==> src/hdl/eeprom_settings.svh <==
`ifndef EEPROM_SETTINGS_SVH
`define EEPROM_SETTINGS_SVH

// 24C16 geometry, 2K bytes
`define EEPROM_ADDR_W 11
`define EEPROM_DATA_W 8

// device type code in the upper nibble of the control byte
`define EEPROM_DEV_CODE 4'b1010

// CLK cycles per SCL half period, at least 2
`define SCL_HALF_CYCLES 2

`endif

==> src/hdl/eeprom_pkg.sv <==
`default_nettype none

package eeprom_pkg;

    // operations handed to the bus shifter
    typedef enum logic [1:0] {
        op_start,
        op_stop,
        op_send,
        op_recv
    } shift_op_e;

    typedef enum logic [3:0] {
        idle,
        write_start,
        ctrl_write,
        addr_write,
        data_write,
        read_start,
        ctrl_read,
        data_read,
        stop,
        done
    } seq_state_e;

    // control byte, built by fields and shifted out as a plain byte
    typedef union packed {
        struct packed {
            logic [3:0] dev_code;
            logic [2:0] block;    // addr[10:8]
            logic       rw;       // 1 = read
        } fields;
        logic [7:0] raw;
    } ctrl_byte_u;

endpackage

`default_nettype wire

==> src/hdl/eeprom_top.sv <==
`timescale 1ns/1ps
`default_nettype none
`include "eeprom_settings.svh"

module eeprom_top
(
    input  wire                        CLK,
    input  wire                        RESET,
    input  wire                        wr,
    input  wire                        rd,
    input  wire [`EEPROM_ADDR_W-1:0]   addr,
    input  wire [`EEPROM_DATA_W-1:0]   wr_data,
    output logic [`EEPROM_DATA_W-1:0]  rd_data,
    output logic                       ack,
    output logic                       scl,
    output logic                       sda_low,
    input  wire                        sda_in
);

    logic                       op_req;
    logic                       op_ack;
    eeprom_pkg::shift_op_e      op;
    logic [`EEPROM_DATA_W-1:0]  tx_byte;
    logic [`EEPROM_DATA_W-1:0]  rx_byte;

    eeprom_wr i_eeprom_wr (
        .CLK     (CLK),
        .RESET   (RESET),
        .wr      (wr),
        .rd      (rd),
        .addr    (addr),
        .wr_data (wr_data),
        .rd_data (rd_data),
        .ack     (ack),
        .op_req  (op_req),
        .op      (op),
        .tx_byte (tx_byte),
        .op_ack  (op_ack),
        .rx_byte (rx_byte)
    );

    sda_shifter i_sda_shifter (
        .CLK     (CLK),
        .RESET   (RESET),
        .op_req  (op_req),
        .op      (op),
        .tx_byte (tx_byte),
        .op_ack  (op_ack),
        .rx_byte (rx_byte),
        .scl     (scl),
        .sda_low (sda_low),
        .sda_in  (sda_in)
    );

endmodule

`default_nettype wire

==> src/hdl/eeprom_wr.sv <==
`timescale 1ns/1ps
`default_nettype none
`include "eeprom_settings.svh"

module eeprom_wr
(
    input  wire                        CLK,
    input  wire                        RESET,
    input  wire                        wr,
    input  wire                        rd,
    input  wire [`EEPROM_ADDR_W-1:0]   addr,
    input  wire [`EEPROM_DATA_W-1:0]   wr_data,
    output logic [`EEPROM_DATA_W-1:0]  rd_data,
    output logic                       ack,
    output logic                       op_req,
    output eeprom_pkg::shift_op_e      op,
    output logic [`EEPROM_DATA_W-1:0]  tx_byte,
    input  wire                        op_ack,
    input  wire [`EEPROM_DATA_W-1:0]   rx_byte
);

    eeprom_pkg::seq_state_e     state;
    eeprom_pkg::seq_state_e     next_state;
    eeprom_pkg::ctrl_byte_u     ctrl;

    logic                       is_read;    // latched request type
    logic                       wait_rel;   // op acked, waiting for op_ack to drop
    logic                       start_req;
    logic [`EEPROM_ADDR_W-1:0]  addr_q;
    logic [`EEPROM_DATA_W-1:0]  data_q;

    assign start_req = wr || rd;

    // one cycle pulse, rd_data is already valid here
    assign ack = (state == eeprom_pkg::done);

    always_comb
    begin
        ctrl.fields.dev_code = `EEPROM_DEV_CODE;
        ctrl.fields.block    = addr_q[`EEPROM_ADDR_W-1 -: 3];
        ctrl.fields.rw       = (state == eeprom_pkg::ctrl_read); // dummy write uses rw 0
    end

    // op and byte follow the state, so they are stable while op_req is high
    always_comb
    begin
        op      = eeprom_pkg::op_send;
        tx_byte = ctrl.raw;
        case (state)
            eeprom_pkg::write_start,
            eeprom_pkg::read_start:
            begin
                op = eeprom_pkg::op_start;
            end
            eeprom_pkg::addr_write:
            begin
                tx_byte = addr_q[7:0];
            end
            eeprom_pkg::data_write:
            begin
                tx_byte = data_q;
            end
            eeprom_pkg::data_read:
            begin
                op = eeprom_pkg::op_recv;
            end
            eeprom_pkg::stop:
            begin
                op = eeprom_pkg::op_stop;
            end
            default:
            begin
                op = eeprom_pkg::op_send; // control bytes
            end
        endcase
    end

    always_comb
    begin
        case (state)
            eeprom_pkg::write_start: next_state = eeprom_pkg::ctrl_write;
            eeprom_pkg::ctrl_write:  next_state = eeprom_pkg::addr_write;
            eeprom_pkg::addr_write:
            begin
                // read continues after the dummy write
                if (is_read)
                    next_state = eeprom_pkg::read_start;
                else
                    next_state = eeprom_pkg::data_write;
            end
            eeprom_pkg::data_write:  next_state = eeprom_pkg::stop;
            eeprom_pkg::read_start:  next_state = eeprom_pkg::ctrl_read;
            eeprom_pkg::ctrl_read:   next_state = eeprom_pkg::data_read;
            eeprom_pkg::data_read:   next_state = eeprom_pkg::stop;
            eeprom_pkg::stop:        next_state = eeprom_pkg::done;
            default:                 next_state = eeprom_pkg::idle;
        endcase
    end

    always_ff @(posedge CLK)
    begin
        if (RESET)
        begin
            state    <= eeprom_pkg::idle;
            op_req   <= 1'b0;
            wait_rel <= 1'b0;
            is_read  <= 1'b0;
            rd_data  <= '0;
        end
        else
        begin
            case (state)
                eeprom_pkg::idle:
                begin
                    if (start_req)
                    begin
                        is_read <= !wr;   // wr wins
                        state   <= eeprom_pkg::write_start;
                    end
                end
                eeprom_pkg::done:
                begin
                    state <= eeprom_pkg::idle;
                end
                default:
                begin
                    // four-phase handshake, one op per state
                    if (!op_req && !wait_rel)
                    begin
                        op_req <= 1'b1;
                    end
                    else if (op_req && op_ack)
                    begin
                        op_req   <= 1'b0;
                        wait_rel <= 1'b1;
                        if (state == eeprom_pkg::data_read)
                            rd_data <= rx_byte;
                    end
                    else if (wait_rel && !op_ack)
                    begin
                        wait_rel <= 1'b0;
                        state    <= next_state;
                    end
                end
            endcase
        end
    end

    // host holds addr and data for the whole transaction
    always_ff @(posedge CLK)
    begin
        if (state == eeprom_pkg::idle && start_req)
        begin
            addr_q <= addr;
            data_q <= wr_data;
        end
    end

endmodule

`default_nettype wire

==> src/hdl/sda_shifter.sv <==
`timescale 1ns/1ps
`default_nettype none
`include "eeprom_settings.svh"

module sda_shifter
(
    input  wire                        CLK,
    input  wire                        RESET,
    input  wire                        op_req,
    input  wire eeprom_pkg::shift_op_e op,
    input  wire [`EEPROM_DATA_W-1:0]   tx_byte,
    output logic                       op_ack,
    output logic [`EEPROM_DATA_W-1:0]  rx_byte,
    output logic                       scl,
    output logic                       sda_low,
    input  wire                        sda_in
);

    localparam int HALF        = `SCL_HALF_CYCLES;
    localparam int CNT_W       = $clog2(HALF);
    localparam int BYTE_HALVES = 2 * `EEPROM_DATA_W;
    localparam int HALF_W      = $clog2(BYTE_HALVES);

    eeprom_pkg::shift_op_e      cur_op;
    logic                       busy;
    logic [CNT_W-1:0]           cnt;
    logic [HALF_W-1:0]          half;       // half period index within the op
    logic [`EEPROM_DATA_W-1:0]  tx_shift;
    logic [`EEPROM_DATA_W-1:0]  rx_shift;

    logic accept;
    logic half_end;
    logic last_half;
    logic edge_slot;
    logic sda_slot;
    logic is_byte_op;

    assign accept     = !busy && !op_ack && op_req;
    assign half_end   = (cnt == CNT_W'(HALF - 1));
    assign edge_slot  = (cnt == '0);        // scl moves here
    assign sda_slot   = (cnt == CNT_W'(1)); // sda moves one CLK later, scl already low
    assign is_byte_op = (cur_op == eeprom_pkg::op_send) || (cur_op == eeprom_pkg::op_recv);
    assign last_half  = is_byte_op ? (half == HALF_W'(BYTE_HALVES - 1)) : (half == HALF_W'(2));
    assign rx_byte    = rx_shift;

    always_ff @(posedge CLK)
    begin
        if (RESET)
        begin
            busy    <= 1'b0;
            op_ack  <= 1'b0;
            cur_op  <= eeprom_pkg::op_start;
            cnt     <= '0;
            half    <= '0;
            scl     <= 1'b1;    // idle bus
            sda_low <= 1'b0;
        end
        else if (!busy)
        begin
            if (op_ack)
            begin
                if (!op_req)
                    op_ack <= 1'b0;
            end
            else if (op_req)
            begin
                busy   <= 1'b1;
                cur_op <= op;
                cnt    <= '0;
                half   <= '0;
            end
        end
        else
        begin
            if (edge_slot)
            begin
                // start and stop move sda in the third half, scl held high
                if (!is_byte_op && half == HALF_W'(2))
                    sda_low <= (cur_op == eeprom_pkg::op_start);
                else
                    scl <= half[0];
            end

            if (sda_slot && !half[0])
            begin
                case (cur_op)
                    eeprom_pkg::op_start:
                    begin
                        if (half == '0)
                            sda_low <= 1'b0;    // sda high before it falls
                    end
                    eeprom_pkg::op_stop:
                    begin
                        if (half == '0)
                            sda_low <= 1'b1;
                    end
                    eeprom_pkg::op_send:
                    begin
                        sda_low <= !tx_shift[`EEPROM_DATA_W-1]; // msb first
                    end
                    default:
                    begin
                        sda_low <= 1'b0;    // slave drives
                    end
                endcase
            end

            if (half_end)
            begin
                cnt <= '0;
                if (last_half)
                begin
                    busy   <= 1'b0;
                    op_ack <= 1'b1;
                end
                else
                begin
                    half <= half + 1'b1;
                end
            end
            else
            begin
                cnt <= cnt + 1'b1;
            end
        end
    end

    always_ff @(posedge CLK)
    begin
        if (accept)
            tx_shift <= tx_byte;
        else if (busy && sda_slot && !half[0] && cur_op == eeprom_pkg::op_send)
            tx_shift <= {tx_shift[`EEPROM_DATA_W-2:0], 1'b0};
    end

    // sample on the cycle scl rises
    always_ff @(posedge CLK)
    begin
        if (busy && edge_slot && half[0] && cur_op == eeprom_pkg::op_recv)
            rx_shift <= {rx_shift[`EEPROM_DATA_W-2:0], sda_in};
    end

endmodule

`default_nettype wire

==> config.mk <==
export PLATFORM = sky130hd
export DESIGN_NAME = eeprom_top
export DESIGN_NICKNAME = d
export VERILOG_FILES = /design/src/hdl/eeprom_pkg.sv /design/src/hdl/eeprom_top.sv /design/src/hdl/eeprom_wr.sv /design/src/hdl/sda_shifter.sv
export VERILOG_INCLUDE_DIRS = /design/src /design/src/hdl
export SDC_FILE = /design/constraint.sdc
export NUM_CORES = 1
export LEC_CHECK = 0
export BUFFER_PORTS_ARGS = -buffer_cell sky130_fd_sc_hd__buf_2
export CAP_MARGIN = 0
export CORE_MARGIN = 2
export CORE_UTILIZATION = 52
export CTS_CLUSTER_DIAMETER = 40
export DETAILED_ROUTE_END_ITERATION = 8
export PLACE_DENSITY = 0.76
export SYNTH_ARGS = -nofsm -noshare
export SYNTH_HDL_FRONTEND = slang
export SYNTH_HIERARCHICAL = 1
export SYNTH_SLANG_ARGS = --single-unit
==> constraint.sdc <==
create_clock -name CLK -period 2.5 [get_ports CLK]
set_clock_uncertainty 0.2 [all_clocks]
set_input_delay 0.125 -clock CLK [delete_from_list [all_inputs] [get_ports CLK]]
set_output_delay 0.125 -clock CLK [all_outputs]
set_load 0.005 [all_outputs]
==> results.sh, run 1 <==
export IMPL_port_buffers=34
export IMPL_grt_busiest_layer="met2"
export IMPL_drc=0
export IMPL_rsz0062_at_grt="false"
export IMPL_clk_latency_ns=0.34
export IMPL_start_kind="flop"
export IMPL_grt_pass1_wl_um=9430
export IMPL_die_width_um=77.6
export IMPL_io_pins=35
export IMPL_crit_required_ns=2.52
export IMPL_max_stage_delay_ns=0.59
export IMPL_grt_total_usage=0.203
export IMPL_wl_um=5540
export IMPL_viasPerCell=5.49
export IMPL_numCtsBuffers=9
export IMPL_wire_per_inst_um=14.5
export IMPL_fin_util=0.669
export IMPL_place_ws_ns=0.365
export IMPL_netlist_area_sq_mm=0.00282
export IMPL_yosys_warnings=6
export IMPL_vias=2099
export IMPL_p_switching_mw=0.582
export IMPL_synth_seq_cells=61
export IMPL_globalplace_congestion=0.919
export IMPL_synth_nets=270
export IMPL_vdd_drop_max_uv=436
export IMPL_status="completed"
export IMPL_dieArea_sq_mm=0.00602
export IMPL_cp_end_kind="flop"
export IMPL_whs_path_depth=4
export IMPL_clkSlewWorstSetupHoldPaths_ns=0.07
export IMPL_crit_fanout=5
export IMPL_slew_violations=0
export IMPL_synthCells=243
export IMPL_p_seq_frac=0.514
export IMPL_die_height_um=77.6
export IMPL_grt_max_degree=24
export IMPL_gr_total_overflow=0
export IMPL_p_comb_frac=0.115
export IMPL_core_sq_mm=0.00517
export IMPL_swShare=0.252
export IMPL_placedCellCount=343
export IMPL_diodes=0
export IMPL_hold_violations=0
export IMPL_critPathKind="reg2reg"
export IMPL_cap_violations=0
export IMPL_final_nets=334
export IMPL_relSlewSlack=0.521
export IMPL_finalWorstSetupSlack_ns=0.299
export IMPL_dr_pass1_iters=4
export IMPL_tightestPinTransition_ns=0.709
export IMPL_finalNonFillerCells=382
export IMPL_critical_path_top_delay_family="simple AND/OR/NAND/NOR gates"
export IMPL_cts_root_buf="clkbuf_8"
export IMPL_met1_usage=0.249
export IMPL_start_util=0.545
export IMPL_min_period_ns=2.20
export IMPL_synth_cell_types=57
export IMPL_cts_sinks=61
export IMPL_grt_pass1_vias=1996
export IMPL_cts_max_level=3
export IMPL_post_dp_hpwl_um=3390
export IMPL_core_rowCount=26
export IMPL_synth_edf_count=35
export IMPL_ys_flop_type="edfxtp_1"
export IMPL_post_route_period_util=0.880
export IMPL_drive_above_1_share=0.244
export IMPL_clkPwrFrac=0.370
export IMPL_critPathBufInv=1
export IMPL_leakage_nw=1.25
export IMPL_cp_slowest_cell="nor4b_1"
export IMPL_reg2reg_depth=6
export IMPL_ys_seq_area_frac=0.558
export IMPL_met3_usage=0.0640
export IMPL_synth_area_per_cell_sq_um=11.6
export IMPL_hold_path_class="in2reg"
export IMPL_ant_nets=0
export IMPL_drt_initial_drc_count=103
export IMPL_clock_path_buffers=2
export IMPL_synthArstFlopShare=0
export IMPL_grt_antenna_before_repair=0
export IMPL_finalSetupViolations=0
export IMPL_cts_tree="done"
export IMPL_cp_cell_sequence="inv_1, ha_1, nor4b_1, a2111oi_0, nor3_1, o22ai_1"
export IMPL_grt_use_met2=0.332
export IMPL_finalSetupTns_ns=0
export IMPL_cellPowerDensity_mw_per_mm2=669
export IMPL_total_power_mw=2.31
export IMPL_postCtsSetupBuffers=0
export IMPL_power_internal_mw=1.73
export IMPL_critical_path_depth=6
export IMPL_syn_to_final_growth_pct=22.7
export IMPL_max_freq_mhz=454
export IMPL_cp_arrival_ns=2.22
==> state kept, by name, indices dropped and copies added, names as in the netlist, 2 cells and up <==
name / flops
i_sda_shifter/cur_op: 2
i_eeprom_wr/data_q: 8
i_sda_shifter/rx_byte: 8
i_sda_shifter/tx_shift: 8
i_eeprom_wr/state: 4
i_eeprom_wr/rd_data: 8
i_sda_shifter/half: 4
i_eeprom_wr/addr_q: 11
==> layout make-up <==
class                           count  area (sq um)
Tap cell                           70          87.6
Clock buffer                        9           124
Inverter                           14          52.6
Timing Repair Buffer               67           475
Fill cell                         383          1710
Sequential cell                    61          1570
Multi-Input combinational cell    154          1080
Clock inverter                      7          66.3
==> tightest hold or removal path: cells and delay by family <==
kind | cells | cell delay [ns]
mux | 1 | 0.17
buf+inv | 1 | 0.10
compound gates | 1 | 0.06
simple gates | 1 | 0.13
==> Yosys cell counts, types with 2 or more instances <==
cell type   n  share of area
a211o_1     2         0.0062
nor2_1     11          0.015
nand2_1     8          0.011
o21ai_1     3         0.0053
buf_4       4          0.011
dfxtp_1    26           0.18
nand4_1     3         0.0067
buf_6       3          0.012
a221oi_1    2         0.0062
nand2b_1    6          0.013
a22o_1      2         0.0062
and3b_1     2         0.0062
nor4bb_1    2         0.0071
a22oi_1     7          0.019
mux2_2      8          0.032
o21ai_0    16          0.028
o311ai_0    2         0.0062
nor2b_1     7          0.016
o31ai_1     2         0.0053
mux2i_1     4          0.014
nor4b_1     2         0.0062
inv_1      14          0.019
ha_1        3          0.013
buf_2       5         0.0089
or3_1       2         0.0044
nand3_1    13          0.023
a21oi_1    18          0.032
edfxtp_1   35           0.37
nor3_1      3         0.0053
==> path summary, 6_finish.rpt <==
path	from	to	slack, ns
setup / recovery	i_sda_shifter/half[0]$_SDFFE_PP0P_	i_sda_shifter/sda_low$_SDFFE_PP0P_	0.30
hold / removal	rd	i_eeprom_wr/state[0]$_SDFFE_PP0P_	0.1
setup reg to reg	i_sda_shifter/half[0]$_SDFFE_PP0P_	i_sda_shifter/sda_low$_SDFFE_PP0P_	0.30
hold reg to reg	i_sda_shifter/rx_byte[6]$_DFFE_PP_	i_sda_shifter/rx_byte[7]$_DFFE_PP_	0.25
==> power groups by stage <==
stage / combinational (mW) / clock (mW) / sequential, mW
3_5_place_dp: 0.235 / 0 / 1.21
5_1_grt: 0.298 / 0.927 / 1.20
6_report: 0.267 / 0.856 / 1.19
3_3_place_gp: 0.230 / 0 / 1.21
4_1_cts: 0.265 / 0.875 / 1.19
2_1_floorplan: 0.186 / 0 / 1.19
==> metal layers <==
layer	routed length, um	vias to the layer above
met5	0	-
met4	61	0
met3	303	7
met2	2720	60
met1	2450	991
li1	-	1041
==> stage by stage <==
step	hold WS, ns	cell area (sq um)
after floorplan	-0.00593	2820
after global placement	0.101	3040
after detailed placement	0.103	3040
after CTS	0.0755	3460
after global routing	0.152	3460
final	0.0963	3460
==> logic make-up (layout without fill, tap and decap cells) <==
family	count (synthesis)	in the layout	share of synthesized area
buffers and inverters	28	97	0.0586
DFF	61	61	0.558
and+or+nand+nor	72	72	0.165
xor gates and xnor gates	2	2	0.00622
adders and majority gates	3	3	0.0133
muxes	12	12	0.0462
AOI/OAI and AO/OA	65	65	0.153
==> what timing repair did <==
| action | in CTS | in global routing |
|---|---|---|
| hold endpoints to repair | 23 | 0 |
| resized for setup | 0 | 0 |
| hold buffers | 23 | 0 |
==> cells in the final DEF, fill, tap and decap left out, drive strengths merged, types with 8 or more instances in the layout <==
cell type	n
o21ai	19
dlygate4sd3	23
clkbuf	9
dfxtp	26
buf	44
nand3	13
edfxtp	35
mux2	8
nand2	8
nor2	11
inv	14
a21oi	18
(Power assumes the default switching activity.)
==> run 2: changes to the inputs <==
- GPL_TIMING_DRIVEN: not set -> 0
==> results.sh, run 2 (same netlist as run 1, synthesis figures left out) <==
export IMPL_core_rowCount=26
export IMPL_final_nets=338
export IMPL_hold_path_class="in2reg"
export IMPL_critPathKind="reg2reg"
export IMPL_io_pins=35
export IMPL_final_common_cell="buf_2"
export IMPL_postCtsSetupBuffers=0
export IMPL_clock_path_buffers=2
export IMPL_viasPerCell=5.34
export IMPL_vdd_drop_max_uv=375
export IMPL_cp_arrival_ns=2.25
export IMPL_dpl_cell_area_sq_mm=0.00308
export IMPL_post_route_period_util=0.897
export IMPL_nFillCells=382
export IMPL_largest_reg_flops=11
export IMPL_post_dp_hpwl_um=3390
export IMPL_leakage_nw=1.28
export IMPL_max_freq_mhz=446
export IMPL_largest_register="i_eeprom_wr/addr_q"
export IMPL_gr_total_overflow=0
export IMPL_die_height_um=77.6
export IMPL_diodes=0
export IMPL_core_sq_mm=0.00517
export IMPL_dr_pass1_iters=5
export IMPL_drive_above_1_share=0.251
export IMPL_ant_nets=0
export IMPL_final_cell_mix="buf_2 (39), edfxtp_1 (35), dfxtp_1 (26)"
export IMPL_cap_violations=0
export IMPL_rsz0062_at_grt="false"
export IMPL_port_buffers=34
export IMPL_total_power_mw=2.39
export IMPL_numCtsBuffers=9
export IMPL_min_period_ns=2.24
export IMPL_cellPowerDensity_mw_per_mm2=680
export IMPL_grt_pass1_wl_um=9220
export IMPL_cts_root_buf="clkbuf_8"
export IMPL_grt_max_degree=20
export IMPL_cp_end_kind="flop"
export IMPL_finalSetupViolations=0
export IMPL_slew_violations=0
export IMPL_cts_max_level=3
export IMPL_status="completed"
export IMPL_grt_antenna_before_repair=0
export IMPL_syn_to_final_growth_pct=24.6
export IMPL_finalSetupTns_ns=0
export IMPL_relSlewSlack=0.426
export IMPL_hold_violations=0
export IMPL_grt_pass1_vias=2009
export IMPL_crit_required_ns=2.51
export IMPL_start_kind="flop"
export IMPL_grt_total_usage=0.200
export IMPL_fin_area_sq_mm=0.00351
export IMPL_tightestPinTransition_ns=0.857
export IMPL_globalplace_congestion=0.835
export IMPL_drc=0
export IMPL_start_util=0.545
export IMPL_wl_um=5520
export IMPL_die_width_um=77.6
export IMPL_clkSlewWorstSetupHoldPaths_ns=0.07
export IMPL_cts_tree="done"
export IMPL_clk_latency_ns=0.33
export IMPL_crit_fanout=5
export IMPL_drt_initial_drc_count=123
export IMPL_cts_sinks=61
export IMPL_wire_per_inst_um=14.3
export IMPL_vias=2056
export IMPL_dieArea_sq_mm=0.00602
## run 2: cell count changes in the layout (fill, tap and decap cells not counted), sizes merged
cell | previous run | this run
bufinv | 1 | 2
clkinvlp | 2 | 1
clkbuf | 9 | 11
clkinv | 4 | 2
buf | 44 | 47
## run 2: timing repair
| action | in CTS | in global routing |
|---|---|---|
| hold endpoints to repair | 26 | 0 |
| hold buffers | 23 | 0 |
| endpoints found under the setup margin | 19 | 0 |
| gates resized for setup | 1 | 0 |
## run 2: final timing paths
kind	to	from	slack (ns)	cells after the start
min	i_eeprom_wr/state[0]$_SDFFE_PP0P_	rd	0.20	4
max reg2reg	i_sda_shifter/sda_low$_SDFFE_PP0P_	i_sda_shifter/half[0]$_SDFFE_PP0P_	0.26	6
max	i_sda_shifter/sda_low$_SDFFE_PP0P_	i_sda_shifter/half[0]$_SDFFE_PP0P_	0.26	6
min reg2reg	i_sda_shifter/rx_byte[7]$_DFFE_PP_	i_sda_shifter/rx_byte[6]$_DFFE_PP_	0.26	0
## run 2: power by group
part	internal [mW]	switching, mW
Sequential	1.14	0.0362
Combinational	0.137	0.141
Clock	0.551	0.381
## run 2: cell type report
cell class	count	area, sq um	area share
Buffer	14	113	0.0321
Clock buffer	10	128	0.0363
Clock inverter	5	76.3	0.0217
Inverter	14	52.6	0.0150
Multi-Input combinational cell	154	1080	0.309
Sequential cell	61	1570	0.447
Tap cell	70	87.6	0.0249
Timing Repair Buffer	57	400	0.114
## run 2: worst max-delay path: stages, from the launching register on
cell and delay, ns:
dfxtp_1 0.35, inv_1 0.18, ha_1 0.19, nor4b_1 0.58
a2111oi_0 0.24, nor3_1 0.25, o22ai_1 0.12
## run 2: per-layer routing
layer  vias up  global-route usage  part of all wire
li1       1044                   -                 -
met5         -                   0                 0
met4         0              0.0750            0.0096
met1       943               0.266              0.48
met2        65               0.303              0.47
met3         4              0.0674             0.048
## run 2: per-stage QoR
| stage | util | hold WS (ns) | cells | setup WS (ns) |
|---|---|---|---|---|
| 6_report | 0.679 | 0.195 | 385 | 0.257 |
| 2_1_floorplan | - | -0.00593 | 243 | 0.136 |
| 4_1_cts | 0.679 | 0.150 | 385 | 0.273 |
| 5_1_grt | 0.679 | 0.261 | 385 | 0.121 |
| 3_5_place_dp | 0.595 | 0.103 | 347 | -0.143 |
| 3_3_place_gp | 0.595 | 0.101 | 347 | -0.110 |
